<file path="src/logic/race_pkg.sv">
`default_nettype none

package race_pkg;

    // fixed point
    localparam int FRAC_W    = 4;
    localparam int VEL_INT_W = 8;
    localparam int VEL_W     = VEL_INT_W + FRAC_W;
    localparam int MAP_X_W   = 11;
    localparam int MAP_Y_W   = 10;
    localparam int POS_X_W   = MAP_X_W + FRAC_W;
    localparam int POS_Y_W   = MAP_Y_W + FRAC_W;
    localparam int ANG_W     = 9;
    localparam int ANG_WRAP  = 360;
    localparam int LAP_W     = 4;

    typedef logic signed [POS_X_W-1:0] pos_x_t;
    typedef logic signed [POS_Y_W-1:0] pos_y_t;
    typedef logic signed [VEL_W-1:0]   vel_t;
    typedef logic [ANG_W-1:0]          ang_t;   // degrees, 0 to 359
    typedef logic [LAP_W-1:0]          lap_t;

    // map bounds in whole units
    localparam int X_MIN = -750;
    localparam int X_MAX = 750;
    localparam int Y_MIN = -350;
    localparam int Y_MAX = 350;

    localparam int CAR1_INIT_X    = -100;
    localparam int CAR1_INIT_Y    = 200;
    localparam int CAR2_INIT_X    = -100;
    localparam int CAR2_INIT_Y    = 260;
    localparam int CAR_INIT_ANGLE = 0;

    // physics
    localparam int VEL_MAX        = 15;
    localparam int VEL_MAX_FX     = VEL_MAX << FRAC_W;
    localparam int FRICTION_SHIFT = 4;
    localparam int ACC_SHIFT      = 1;

    // cordic rotator
    localparam int ROT_ITERS   = 12;
    localparam int ROT_CNT_W   = 4;
    localparam int ROT_XW      = VEL_W + 2;           // room for the cordic gain
    localparam int ROT_ZW      = ANG_W + FRAC_W + 1;  // angle in 1/16 degree
    localparam int GAIN_FRAC_W = 9;

    // atan(2^-i) in degrees times 16
    localparam logic signed [ROT_ZW-1:0] CORDIC_ATAN [ROT_ITERS] =
        '{720, 425, 225, 114, 57, 29, 14, 7, 4, 2, 1, 0};
    localparam logic signed [GAIN_FRAC_W+1:0] CORDIC_GAIN_INV = 311;  // 0.6073 * 512

    localparam int FRAME_CYCLES = 32;
    localparam int FRAME_CNT_W  = $clog2(FRAME_CYCLES);

    localparam int LAP_LINE_X = 0;
    localparam int LAP_MAX    = 1;

    typedef enum logic [1:0] {S_IDLE, S_GAME, S_CAR1_WIN, S_CAR2_WIN} race_state_t;

    typedef enum logic [1:0] {
        GAME_RESULT_IDLE     = 2'd0,
        GAME_RESULT_CAR1_WIN = 2'd1,
        GAME_RESULT_CAR2_WIN = 2'd2
    } game_result_t;

endpackage

`default_nettype wire

</file>
<file path="src/logic/rotate_if.sv">
`timescale 1ns/1ps
`default_nettype none

interface rotate_if;
    import race_pkg::*;

    logic start;     // one cycle, captures speed and heading
    vel_t speed;
    ang_t heading;
    vel_t vx;        // held between done pulses
    vel_t vy;
    logic done;

    modport requester (
        output start, speed, heading,
        input  vx, vy, done
    );

    modport rotator (
        input  start, speed, heading,
        output vx, vy, done
    );

endinterface

`default_nettype wire

</file>
<file path="src/logic/vector_rotator.sv">
`timescale 1ns/1ps
`default_nettype none

module vector_rotator (
    input  wire logic i_clk,
    input  wire logic i_rst_n,
    rotate_if.rotator rot
);
    import race_pkg::*;

    logic signed [ANG_W:0]          ang_s;    // -179 to 180
    logic signed [ANG_W:0]          ang_f;    // folded into +-90
    logic                           flip;
    logic signed [ROT_XW-1:0]       x0;
    logic signed [ROT_ZW-1:0]       z0;
    logic signed [ROT_XW-1:0]       x_r, y_r, x_sh, y_sh, x_nxt, y_nxt;
    logic signed [ROT_ZW-1:0]       z_r, z_nxt;
    logic signed [ROT_XW+GAIN_FRAC_W+1:0] prod_x, prod_y;
    ang_t                           head_r;
    logic [ROT_CNT_W-1:0]           iter;
    logic                           busy;
    logic                           last;

    // fold the heading so the rotation stays inside the cordic range
    always_comb begin
        ang_s = $signed({1'b0, rot.heading});
        if (rot.heading > ang_t'(180))
            ang_s = ang_s - 10'sd360;
        flip  = 1'b0;
        ang_f = ang_s;
        if (ang_s > 10'sd90) begin
            ang_f = ang_s - 10'sd180;
            flip  = 1'b1;
        end else if (ang_s < -10'sd90) begin
            ang_f = ang_s + 10'sd180;
            flip  = 1'b1;
        end
        x0 = rot.speed;
        if (flip)
            x0 = -x0;               // half turn is a negated start vector
        z0 = ang_f;
        z0 = z0 <<< FRAC_W;
    end

    // one shift-add step
    always_comb begin
        x_sh = x_r >>> iter;
        y_sh = y_r >>> iter;
        if (z_r[ROT_ZW-1]) begin
            x_nxt = x_r + y_sh;
            y_nxt = y_r - x_sh;
            z_nxt = z_r + CORDIC_ATAN[iter];
        end else begin
            x_nxt = x_r - y_sh;
            y_nxt = y_r + x_sh;
            z_nxt = z_r - CORDIC_ATAN[iter];
        end
        prod_x = x_nxt * CORDIC_GAIN_INV;
        prod_y = y_nxt * CORDIC_GAIN_INV;
    end

    assign last = busy && (iter == ROT_CNT_W'(ROT_ITERS - 1));

    always_ff @(posedge i_clk or negedge i_rst_n) begin
        if (!i_rst_n) begin
            busy     <= 1'b0;
            iter     <= '0;
            rot.done <= 1'b0;
        end else begin
            rot.done <= last;
            if (rot.start) begin
                busy <= 1'b1;
                iter <= '0;
            end else if (busy) begin
                iter <= iter + 1'b1;
                if (last)
                    busy <= 1'b0;
            end
        end
    end

    always_ff @(posedge i_clk) begin
        if (rot.start) begin
            x_r    <= x0;
            y_r    <= '0;
            z_r    <= z0;
            head_r <= rot.heading;
        end else if (busy) begin
            x_r <= x_nxt;
            y_r <= y_nxt;
            z_r <= z_nxt;
        end
        if (last) begin
            // exact zeros on the axes
            rot.vx <= (head_r == ang_t'(90) || head_r == ang_t'(270)) ?
                      '0 : vel_t'(prod_x >>> GAIN_FRAC_W);
            rot.vy <= (head_r == ang_t'(0) || head_r == ang_t'(180)) ?
                      '0 : vel_t'(prod_y >>> GAIN_FRAC_W);
        end
    end

endmodule

`default_nettype wire

</file>
<file path="src/logic/lap_tracker.sv">
`timescale 1ns/1ps
`default_nettype none

module lap_tracker (
    input  wire logic             car1_v_decomposition_done,
    input  wire logic             i_rst_n,
    input  wire logic             i_update,
    input  wire logic             i_clear,
    input  wire race_pkg::pos_x_t i_x,   // position about to be taken
    input  wire race_pkg::pos_y_t i_y,
    output race_pkg::lap_t        o_lap
);
    import race_pkg::*;

    logic in0_r, in1_r;   // zones of the current position
    logic in0_nxt, in1_nxt;
    lap_t lap_r;

    // both zones sit above the x axis, split by the start line
    assign in0_nxt = (i_y > 0) && (i_x <  (LAP_LINE_X <<< FRAC_W));
    assign in1_nxt = (i_y > 0) && (i_x >= (LAP_LINE_X <<< FRAC_W));

    always_ff @(posedge car1_v_decomposition_done or negedge i_rst_n) begin
        if (!i_rst_n) begin
            in0_r <= 1'b1;
            in1_r <= 1'b0;
            lap_r <= '0;
        end else if (i_clear) begin
            in0_r <= 1'b1;   // both cars start left of the line
            in1_r <= 1'b0;
            lap_r <= '0;
        end else if (i_update) begin
            in0_r <= in0_nxt;
            in1_r <= in1_nxt;
            if (in0_r && in1_nxt)
                lap_r <= lap_r + 1'b1;    // crossed forward
            else if (in1_r && in0_nxt && lap_r != '0)
                lap_r <= lap_r - 1'b1;    // backed over the line
        end
    end

    assign o_lap = lap_r;

endmodule

`default_nettype wire

</file>
<file path="src/logic/car_dynamics.sv">
`timescale 1ns/1ps
`default_nettype none

module car_dynamics (
    input  wire logic                            car1_v_decomposition_done,
    input  wire logic                            i_rst_n,
    input  wire logic                            i_frame_tick,
    input  wire logic                            i_racing,
    input  wire race_pkg::pos_x_t                i_init_x,
    input  wire race_pkg::pos_y_t                i_init_y,
    input  wire logic [2:0]                      i_acc,
    input  wire logic [1:0]                      i_omega,   // [0] enable, [1] +1 deg
    rotate_if.requester                          rot,
    output logic signed [race_pkg::MAP_X_W-1:0]  o_x,
    output logic signed [race_pkg::MAP_Y_W-1:0]  o_y,
    output logic [race_pkg::VEL_W-2:0]           o_speed,
    output race_pkg::ang_t                       o_angle,
    output race_pkg::lap_t                       o_lap
);
    import race_pkg::*;

    pos_x_t x_r, x_nxt;
    pos_y_t y_r, y_nxt;
    vel_t   speed_r, speed_nxt;
    ang_t   angle_r, angle_nxt;
    logic   start_r;
    logic signed [VEL_W+1:0]   acc_fx;
    logic signed [VEL_W+1:0]   spd_sum;   // headroom before the clamp
    logic signed [POS_X_W:0]   x_sum;
    logic signed [POS_Y_W:0]   y_sum;
    logic signed [MAP_X_W-1:0] x_int;
    logic signed [MAP_Y_W-1:0] y_int;

    always_comb begin
        acc_fx  = i_acc;
        spd_sum = speed_r - (speed_r >>> FRICTION_SHIFT) + (acc_fx <<< ACC_SHIFT);
        if (spd_sum < 0)
            speed_nxt = '0;
        else if (spd_sum > VEL_MAX_FX)
            speed_nxt = vel_t'(VEL_MAX_FX);
        else
            speed_nxt = vel_t'(spd_sum);

        angle_nxt = angle_r;
        if (i_omega[0]) begin
            if (i_omega[1])
                angle_nxt = (angle_r == ang_t'(ANG_WRAP - 1)) ? '0 : angle_r + 1'b1;
            else
                angle_nxt = (angle_r == '0) ? ang_t'(ANG_WRAP - 1) : angle_r - 1'b1;
        end

        // move by the rotated vector and keep inside the map
        x_sum = x_r + rot.vx;
        y_sum = y_r + rot.vy;
        if (x_sum < (X_MIN <<< FRAC_W))
            x_nxt = pos_x_t'(X_MIN <<< FRAC_W);
        else if (x_sum > (X_MAX <<< FRAC_W))
            x_nxt = pos_x_t'(X_MAX <<< FRAC_W);
        else
            x_nxt = pos_x_t'(x_sum);
        if (y_sum < (Y_MIN <<< FRAC_W))
            y_nxt = pos_y_t'(Y_MIN <<< FRAC_W);
        else if (y_sum > (Y_MAX <<< FRAC_W))
            y_nxt = pos_y_t'(Y_MAX <<< FRAC_W);
        else
            y_nxt = pos_y_t'(y_sum);
    end

    // kick the rotator one clock after the tick
    always_ff @(posedge car1_v_decomposition_done or negedge i_rst_n) begin
        if (!i_rst_n)
            start_r <= 1'b0;
        else
            start_r <= i_frame_tick;
    end

    always_ff @(posedge car1_v_decomposition_done or negedge i_rst_n) begin
        if (!i_rst_n) begin
            x_r     <= i_init_x;
            y_r     <= i_init_y;
            speed_r <= '0;
            angle_r <= ang_t'(CAR_INIT_ANGLE);
        end else if (!i_racing) begin
            x_r     <= i_init_x;   // parked on the grid
            y_r     <= i_init_y;
            speed_r <= '0;
            angle_r <= ang_t'(CAR_INIT_ANGLE);
        end else if (rot.done) begin
            x_r     <= x_nxt;
            y_r     <= y_nxt;
            speed_r <= speed_nxt;
            angle_r <= angle_nxt;
        end
    end

    assign rot.start   = start_r;
    assign rot.speed   = speed_r;
    assign rot.heading = angle_r;

    lap_tracker u_lap (
        .car1_v_decomposition_done (car1_v_decomposition_done),
        .i_rst_n                   (i_rst_n),
        .i_update                  (i_racing && rot.done),
        .i_clear                   (!i_racing),
        .i_x                       (x_nxt),
        .i_y                       (y_nxt),
        .o_lap                     (o_lap)
    );

    // round to nearest whole unit
    assign x_int   = MAP_X_W'(x_r >>> FRAC_W);
    assign y_int   = MAP_Y_W'(y_r >>> FRAC_W);
    assign o_x     = x_int + MAP_X_W'(x_r[FRAC_W-1]);
    assign o_y     = y_int + MAP_Y_W'(y_r[FRAC_W-1]);
    assign o_speed = speed_r[VEL_W-2:0];   // never negative
    assign o_angle = angle_r;

endmodule

`default_nettype wire

</file>
<file path="src/logic/race_control.sv">
`timescale 1ns/1ps
`default_nettype none

module race_control (
    input  wire logic           car1_v_decomposition_done,
    input  wire logic           i_rst_n,
    input  wire logic           i_start,
    input  wire logic           i_restart,
    input  wire race_pkg::lap_t i_car1_lap,
    input  wire race_pkg::lap_t i_car2_lap,
    output logic                o_frame_tick,
    output logic                o_racing,
    output race_pkg::game_result_t o_game_result
);
    import race_pkg::*;

    logic [FRAME_CNT_W-1:0] frame_cnt;
    race_state_t            state_r, state_nxt;

    assign o_frame_tick = (frame_cnt == FRAME_CNT_W'(FRAME_CYCLES - 1));

    always_ff @(posedge car1_v_decomposition_done or negedge i_rst_n) begin
        if (!i_rst_n)
            frame_cnt <= '0;
        else if (o_frame_tick)
            frame_cnt <= '0;
        else
            frame_cnt <= frame_cnt + 1'b1;
    end

    always_comb begin
        state_nxt = state_r;
        case (state_r)
            S_IDLE:
                if (i_start)
                    state_nxt = S_GAME;
            S_GAME: begin
                // car 1 wins a tie
                if (i_car1_lap == lap_t'(LAP_MAX + 1))
                    state_nxt = S_CAR1_WIN;
                else if (i_car2_lap == lap_t'(LAP_MAX + 1))
                    state_nxt = S_CAR2_WIN;
            end
            S_CAR1_WIN, S_CAR2_WIN:
                if (i_restart)
                    state_nxt = S_IDLE;
            default: state_nxt = S_IDLE;
        endcase
    end

    always_ff @(posedge car1_v_decomposition_done or negedge i_rst_n) begin
        if (!i_rst_n)
            state_r <= S_IDLE;
        else
            state_r <= state_nxt;
    end

    assign o_racing = (state_r == S_GAME);

    always_comb begin
        case (state_r)
            S_CAR1_WIN: o_game_result = GAME_RESULT_CAR1_WIN;
            S_CAR2_WIN: o_game_result = GAME_RESULT_CAR2_WIN;
            default:    o_game_result = GAME_RESULT_IDLE;
        endcase
    end

endmodule

`default_nettype wire

</file>
<file path="src/logic/racing_core.sv">
`timescale 1ns/1ps
`default_nettype none

module racing_core (
    input  wire logic                           car1_v_decomposition_done,
    input  wire logic                           i_rst_n,
    input  wire logic                           i_start,
    input  wire logic                           i_restart,
    input  wire logic [2:0]                     i_car1_acc,
    input  wire logic [1:0]                     i_car1_omega,
    input  wire logic [2:0]                     i_car2_acc,
    input  wire logic [1:0]                     i_car2_omega,
    output logic signed [race_pkg::MAP_X_W-1:0] o_car1_x,
    output logic signed [race_pkg::MAP_Y_W-1:0] o_car1_y,
    output logic [race_pkg::VEL_W-2:0]          o_car1_speed,
    output race_pkg::ang_t                      o_car1_angle,
    output race_pkg::lap_t                      o_car1_lap,
    output logic signed [race_pkg::MAP_X_W-1:0] o_car2_x,
    output logic signed [race_pkg::MAP_Y_W-1:0] o_car2_y,
    output logic [race_pkg::VEL_W-2:0]          o_car2_speed,
    output race_pkg::ang_t                      o_car2_angle,
    output race_pkg::lap_t                      o_car2_lap,
    output logic                                o_is_gaming,
    output race_pkg::game_result_t              o_game_result
);
    import race_pkg::*;

    logic frame_tick;

    rotate_if rot1_bus ();
    rotate_if rot2_bus ();

    race_control u_ctrl (
        .car1_v_decomposition_done (car1_v_decomposition_done),
        .i_rst_n        (i_rst_n),
        .i_start        (i_start),
        .i_restart      (i_restart),
        .i_car1_lap     (o_car1_lap),
        .i_car2_lap     (o_car2_lap),
        .o_frame_tick   (frame_tick),
        .o_racing       (o_is_gaming),
        .o_game_result  (o_game_result)
    );

    car_dynamics u_car1 (
        .car1_v_decomposition_done (car1_v_decomposition_done),
        .i_rst_n      (i_rst_n),
        .i_frame_tick (frame_tick),
        .i_racing     (o_is_gaming),
        .i_init_x     (pos_x_t'(CAR1_INIT_X <<< FRAC_W)),
        .i_init_y     (pos_y_t'(CAR1_INIT_Y <<< FRAC_W)),
        .i_acc        (i_car1_acc),
        .i_omega      (i_car1_omega),
        .rot          (rot1_bus.requester),
        .o_x          (o_car1_x),
        .o_y          (o_car1_y),
        .o_speed      (o_car1_speed),
        .o_angle      (o_car1_angle),
        .o_lap        (o_car1_lap)
    );

    car_dynamics u_car2 (
        .car1_v_decomposition_done (car1_v_decomposition_done),
        .i_rst_n      (i_rst_n),
        .i_frame_tick (frame_tick),
        .i_racing     (o_is_gaming),
        .i_init_x     (pos_x_t'(CAR2_INIT_X <<< FRAC_W)),
        .i_init_y     (pos_y_t'(CAR2_INIT_Y <<< FRAC_W)),
        .i_acc        (i_car2_acc),
        .i_omega      (i_car2_omega),
        .rot          (rot2_bus.requester),
        .o_x          (o_car2_x),
        .o_y          (o_car2_y),
        .o_speed      (o_car2_speed),
        .o_angle      (o_car2_angle),
        .o_lap        (o_car2_lap)
    );

    vector_rotator u_rot1 (
        .i_clk   (car1_v_decomposition_done),
        .i_rst_n (i_rst_n),
        .rot     (rot1_bus.rotator)
    );

    vector_rotator u_rot2 (
        .i_clk   (car1_v_decomposition_done),
        .i_rst_n (i_rst_n),
        .rot     (rot2_bus.rotator)
    );

endmodule

`default_nettype wire

</file>
<file path="config.mk">
export PLATFORM = sky130hd
export DESIGN_NAME = racing_core
export DESIGN_NICKNAME = d
export VERILOG_FILES = /design/src/logic/race_pkg.sv /design/src/logic/rotate_if.sv /design/src/logic/vector_rotator.sv /design/src/logic/lap_tracker.sv /design/src/logic/car_dynamics.sv /design/src/logic/race_control.sv /design/src/logic/racing_core.sv
export SDC_FILE = /design/constraint.sdc
export NUM_CORES = 2
export LEC_CHECK = 0
export ABC_AREA = 1
export ABC_CLOCK_PERIOD_IN_PS = 17800
export BUFFER_PORTS_ARGS = -buffer_cell sky130_fd_sc_hd__clkbuf_2
export CAP_MARGIN = 20
export CORE_MARGIN = 3
export CORE_UTILIZATION = 60
export DETAILED_ROUTE_END_ITERATION = 6
export PLACE_DENSITY = 0.82
export SLEW_MARGIN = 15
export SYNTH_ARGS = -nofsm -noshare
export SYNTH_HDL_FRONTEND = slang
export SYNTH_SLANG_ARGS = --single-unit
</file>
<file path="constraint.sdc">
create_clock -name car1_v_decomposition_done -period 17.8 [get_ports car1_v_decomposition_done]
set_input_delay 1.78 -clock car1_v_decomposition_done [delete_from_list [all_inputs] [get_ports car1_v_decomposition_done]]
set_output_delay 1.78 -clock car1_v_decomposition_done [all_outputs]
set_load 0.05 [all_outputs]
</file>
# --- Word level (Yosys, flattened, before mapping) ---
# Memory sizes are Yosys's and may differ from the RTL's.
# Cells that the tools add are included.
totals:
  register_bits: 282
  latch_bits: 0
  ram_bits: 0
  romBits: 448
  input_bits: 14
  out_inout_bits: 93
  word_cells: 277
  mem_count: 2
memory_table:
  columns: ["memory", "depth", "word_bits", "rd", "rd_ports_with_merged_regs", "write_ports", "line", "text"]
  rows:
  - ["(no name shown)", 16, 14, 1, 0, 0, "vector_rotator.sv:52", "z_nxt = z_r + CORDIC_ATAN[iter];"]
  - ["(no name shown)", 16, 14, 1, 0, 0, "vector_rotator.sv:52", null]
classes:
  n_addsub: 43
  multipliers: 4
  div: 0
  magnitude_cmp: 26
  n_eq_ne: 27
  n_shift: 4
  n_mux: 99
  bitwise_logic: 2
  reduce_logical: 33
op_table:
  columns: ["op", "n"]
  rows:
  - ["$mux W14", 28]
  - ["$mux W15", 8]
  - ["$mux W9", 12]
  - ["$mux W12", 8]
  - ["$add A14 B14 Y14", 6]
  - ["$mul A14 B10 Y21 const B", 4]
  - ["$sub A14 B14 Y14", 6]
  - ["$mux W10", 6]
  - ["$sshr A14 B4 Y14", 4]
  - ["$mux W4", 12]
  - ["$eq A9 B9 Y1 const B", 4]
  - ["$logic_not A9 Y1", 4]
  - ["$add A15 B12 Y16", 2]
  - ["$gt A16 B15 Y1 const B", 2]
  - ["$lt A16 B15 Y1 const B", 2]
  - ["$add A14 B12 Y15", 2]
  - ["$ge A15 B1 Y1 const B", 2]
  - ["$gt A15 B14 Y1 const B", 2]
  - ["$lt A15 B1 Y1 const B", 2]
  - ["$lt A15 B14 Y1 const B", 2]
  - ["$add A13 B5 Y14", 2]
  - ["$gt A14 B1 Y1 const B", 2]
  - ["$gt A14 B9 Y1 const B", 2]
  - ["$lt A14 B1 Y1 const B", 2]
  - ["41 further kinds", 112]

# --- Depth between registers and ports, before layout ---
logic_depth:
  word_depth: 12
  ltp_mapped: 54
  ltp_nobuf: 54

# --- Least setup slack after synthesis ---
# OpenSTA, ideal clock, no wires.
synth_path:
  path_kind: "register to register"
  startpoint: "reg u_rot1.iter[0]"
  endpoint: "reg u_rot1.rot.vy[11], data pin"
  setup_time_ns: 0.252
  arrival_time_ns: 8.170
  required_ns: 17.548
  path_slack_ns: 9.378
  path_stages_with_launch: 50
  n_path_buf: 1
  period_less_slack_ns: 8.422
  cell_sequence: "dfrtp_1 > inv_1 > buf_2 > nand2_1 > nand3_1 > o21ai_0 > o21ai_0 > nand2_1 > nand2_1 > inv_1 > ha_1 > inv_1 > o21ai_0 > inv_1 > ha_1 > nand2_1 > nor2_1 > a211oi_1 > [... 14 more ...] > fa_1 > fa_1 > fa_1 > inv_1 > fa_1 > inv_1 > ha_1 > nand2_1 > inv_1 > nand3_1 > nor3_1 > nand3_1 > o211ai_1 > a21oi_1 > xnor2_1 > nand3_1 > nand2_1 > nor2_1"
synth_between:
  elab_chain_cells: 4
  word_cells_on_any_way: 5
  cone_classes: "add/sub (2); mul (1); shift (1); mux (1)"
synth_rtl:
  columns: ["element", "line", "text"]
  rows:
  - ["from (decl)", "vector_rotator.sv:20", "logic [ROT_CNT_W-1:0] iter;"]
  - ["from (signal assigned)", "vector_rotator.sv:75", "iter <= iter + 1'b1;"]
  - ["$sshr A14 B4 Y14 *", "vector_rotator.sv:47", "x_sh = x_r >>> iter;"]
  - ["$add A14 B14 Y14 / $sub A14 B14 Y14 (equally long branches)", "vector_rotator.sv:55, vector_rotator.sv:51", null]
  - ["$mux W14 *", "vector_rotator.sv:49", "if (z_r[ROT_ZW-1]) begin"]
  - ["via u_rot1.y_nxt[13]", "vector_rotator.sv:16", "logic signed [ROT_XW-1:0] x_r, y_r, x_sh, y_sh, x_nxt, y_nxt;"]
  - ["$mul A14 B10 Y21 *", "vector_rotator.sv:59", "prod_y = y_nxt * CORDIC_GAIN_INV;"]
  - ["to (signal assigned)", "vector_rotator.sv:97", "rot.vy <= (head_r == ang_t'(0) || head_r == ang_t'(180)) ?"]
  - ["to (decl)", "rotate_if.sv:21", "output vx, vy, done"]
# Mark *: on every way through the listed nets, which the timed path passes. The rest lies on a longest branch.
# A chain may end at the register's enable or synchronous reset.

# --- Worst setup path in the final report ---
layout_path:
  startpoint: "reg u_rot1.iter[3]"
  endpoint: "reg u_rot1.rot.vy[11], data pin"
# Same word-level chain as after synthesis.

==> impl_metrics.json <==
{
  "cts_tree": "built",
  "synth.top_cell.area_share_pct": 16.8,
  "ff2ff_setup_slack_ps": 7680,
  "clock-sinks": 282,
  "synth_edf_count": 114,
  "placed_cell_area_mm2": 0.0374,
  "multi_input_area_mm2": 0.0249,
  "hold_path_end": "u_rot2.z_r[2]$_SDFFE_PP0P_",
  "nFillCells": 5148,
  "area_growth_pct": 6.46,
  "seq_area_mm2": 0.00747,
  "clk_pin_slew_ps": 60,
  "yosys_warnings": 0,
  "finalHoldViolCount": 0,
  "synth_flop_cell": "edfxtp_1",
  "hp-start": "u_rot2.z_r[2]$_SDFFE_PP0P_",
  "worstSkewPairLatency_ps": 560,
  "die_w_um": 252,
  "postSynthRegisterBits": 282,
  "crit_path_max_fanout": 19,
  "fin_util_pct": 65.1,
  "ctsHoldBuffers": 0,
  "power.leakage_nw": 20.2,
  "rr_worst_depth": 46,
  "gp_congestion": 0.927,
  "max_stage_delay_ps": 840,
  "hold_ws_ps": 470,
  "drv_slew": 0,
  "fmax_ghz": 0.0988,
  "cpMostUsedCell": "nand2_1",
  "grt_pass1_vias": 30751,
  "stdcell_area_mm2": 0.0387,
  "p_total_mw": 1.78,
  "postRouteAntennaNets": 0,
  "boundaryPins": 107,
  "routed_wl_um": 87000,
  "synth_cell_type_count": 76,
  "critPathRequiredTime_ps": 18120,
  "clockBufferDepth": 3,
  "outcome": "completed",
  "finalSetupViolations": 0,
  "syn_area_per_cell_um2": 7.58,
  "nets": 5576,
  "cp-start-kind": "flop",
  "ys_async_sr_fraction_pct": 46.8,
  "synth_largest_area_cell": "ha_1",
  "hold_depth": 2,
  "arrival_ps": 10440,
  "critPathSlowestCell": "nor2_1",
  "wl_met1_um": 40000,
  "tns_ps": 0,
  "maxCapViolations": 0,
  "grt_pass1_wl_um": 147000,
  "drt_iter0_markers": 2204,
  "hp-class": "reg -> reg",
  "power_density_mw_per_mm2": 46.1,
  "vias": 31424,
  "dieArea_mm2": 0.0636,
  "yosysSeqAreaShare_pct": 20.6,
  "first_pass_iters": 6,
  "worstSetupPathType": "reg -> reg",
  "grt.overflow.total": 0,
  "drc": 0,
  "dp_hpwl_um": 69200,
  "dr.max_layer_used": "met4",
  "start_util_pct": 61.1,
  "post_cts_buffers": 0,
  "syn-cell-area_mm2": 0.0363,
  "rows": 89,
  "synth_fp_nets": 5509,
  "vias_per_cell": 5.55,
  "worstMarginPinSlew_ps": 1080,
  "synthCells": 4792,
  "port_buffers": 106,
  "finalCritPeriodShare_pct": 56.9,
  "wire_per_inst_um": 15.4,
  "end_kind": "flop",
  "synth_area_leaders": "ha_1 (17%), fa_1 (12%), nand2_1 (9.7%)",
  "r2r-start": "u_rot1.iter[3]$_DFFE_PN0P_",
  "r2r_end": "u_rot1.rot.vy[11]$_SDFFCE_PP0P_",
  "finClkSkew_ps": 15.5,
  "cts_resized": 0,
  "drive_gt1_share_pct": 6.36,
  "dieHeight_um": 252,
  "core_mm2": 0.0595,
  "grt_usage_pct": 27.6,
  "grt_max_degree": 81,
  "finalCriticalPeriod_ps": 10120,
  "wl_met3_um": 5720,
  "antenna_found_initial": 2,
  "rsz0062_at_grt": "false",
  "peakVddDrop_mv": 0.0689,
  "wl_met2_um": 39300,
  "cts_buffers": 37,
  "cts_root_buf": "clkbuf_16",
  "cts.htree.levels": 2,
  "slew_headroom_pct": 28.2
}
## layout make-up
| cell class | instances | share of cell area, % |
|---|---|---|
| inverter | 895 | 8.68 |
| sequential | 282 | 19.3 |
| multi-input combinational | 3514 | 64.4 |
| clock inverter | 14 | 0.291 |
| timing repair buffer | 129 | 1.89 |
| clock buffer | 54 | 2.94 |
| antenna | 1 | 0.00647 |
| tap | 773 | 2.50 |
## layout by cell type (no fill, tap or decap), types with 25 or more instances in the layout
| cell | synthesis | final |
|---|---|---|
| a21oi_1 | 319 | 319 |
| o21ai_1 | 57 | 57 |
| clkbuf_16 | 0 | 42 |
| xor2_1 | 187 | 187 |
| clkbuf_2 | 0 | 105 |
| nand2_1 | 943 | 943 |
| o22ai_1 | 55 | 55 |
| o21ai_0 | 300 | 300 |
| dfrtp_1 | 111 | 110 |
| o21bai_1 | 25 | 25 |
| nor3_1 | 49 | 47 |
| dfxtp_1 | 36 | 36 |
| nand4_1 | 34 | 34 |
| nor2_1 | 315 | 315 |
| ha_1 | 488 | 488 |
| xnor2_1 | 73 | 73 |
| inv_1 | 865 | 865 |
| edfxtp_1 | 114 | 114 |
| nand3_1 | 195 | 195 |
| fa_1 | 215 | 215 |
## flip-flops by register name (all words and copies together), names as in the netlist, 14 cells and up
name / flops
u_rot2.y_r: 14
u_rot1.y_r: 14
u_rot2.z_r: 14
u_rot1.z_r: 14
u_car1.y_r: 14
u_car2.y_r: 14
u_car1.x_r: 15
u_car2.x_r: 15
u_rot2.x_r: 14
u_rot1.x_r: 14
## report_power, final
| part | switching (mW) | internal (mW) |
|---|---|---|
| sequential | 0.0162 | 0.682 |
| combinational | 0.226 | 0.0923 |
| clock | 0.307 | 0.461 |
| total | 0.550 | 1.23 |
## through the flow
| step | setup slack [ps] | std cells |
|---|---|---|
| floorplan | 9380 | 4792 |
| global placement | 8000 | 5592 |
| detailed placement | 7750 | 5592 |
| CTS | 7730 | 5660 |
| global route | 6640 | 5662 |
| finish | 7680 | 5662 |
## per-layer routing
layer,global-route usage [%],vias to the layer above
met4,7.66,0
li1,-,15733
met1,38.3,14619
met2,45.4,931
met5,0,-
met3,3.77,141
## synth_stat cells, types with 17 or more instances
library cell  instances
o211ai_1             17
inv_1               865
o21ai_0             300
o21ai_1              57
a21oi_1             319
nor2_1              315
o22ai_1              55
xnor2_1              73
xor2_1              187
nand4_1              34
inv_2                22
o21bai_1             25
edfxtp_1            114
ha_1                488
fa_1                215
dfxtp_1              36
dfrtp_1             111
a31oi_1              20
nand3_1             195
buf_2                20
dfstp_2              21
clkbuf_1             36
nand2_1             943
buf_4                26
nor3_1               49
## kinds of logic after synthesis
kind of cell	count (synthesis)	share of synthesized area, %
multiplexers	7	0.193
XOR/XNOR	267	6.64
AND/OR/NAND/NOR	1630	18.8
adder cells (fa/ha/maj)	703	28.6
buffers and inverters	996	10.9
AO/OA/AOI/OAI	907	14.2
flip-flops	282	20.6
## worst max path at each step
stage,depth (start not counted),slack (ps),end,start
2_1_floorplan,49,9380,u_rot1.rot.vy[11]$_SDFFCE_PP0P_,u_rot1.iter[0]$_DFFE_PN0P_
3_3_place_gp,46,8000,u_rot1.rot.vy[11]$_SDFFCE_PP0P_,u_rot1.iter[3]$_DFFE_PN0P_
3_5_place_dp,46,7750,u_rot1.rot.vy[11]$_SDFFCE_PP0P_,u_rot1.iter[3]$_DFFE_PN0P_
4_1_cts,46,7730,u_rot1.rot.vy[11]$_SDFFCE_PP0P_,u_rot1.iter[3]$_DFFE_PN0P_
5_1_grt,46,6640,u_rot1.rot.vy[11]$_SDFFCE_PP0P_,u_rot1.iter[3]$_DFFE_PN0P_
6_report,46,7680,u_rot1.rot.vy[11]$_SDFFCE_PP0P_,u_rot1.iter[3]$_DFFE_PN0P_
## critical path: cells and delay by family (launching register included)
kind / cells / cell delay [ps]
fa+ha+maj: 8 / 3300
simple gates: 17 / 2520
compound gates: 10 / 2320
buf+inv: 10 / 880
flops: 1 / 630
xor+xnor: 1 / 210
No activity file was read; power rests on OpenSTA's default activity.
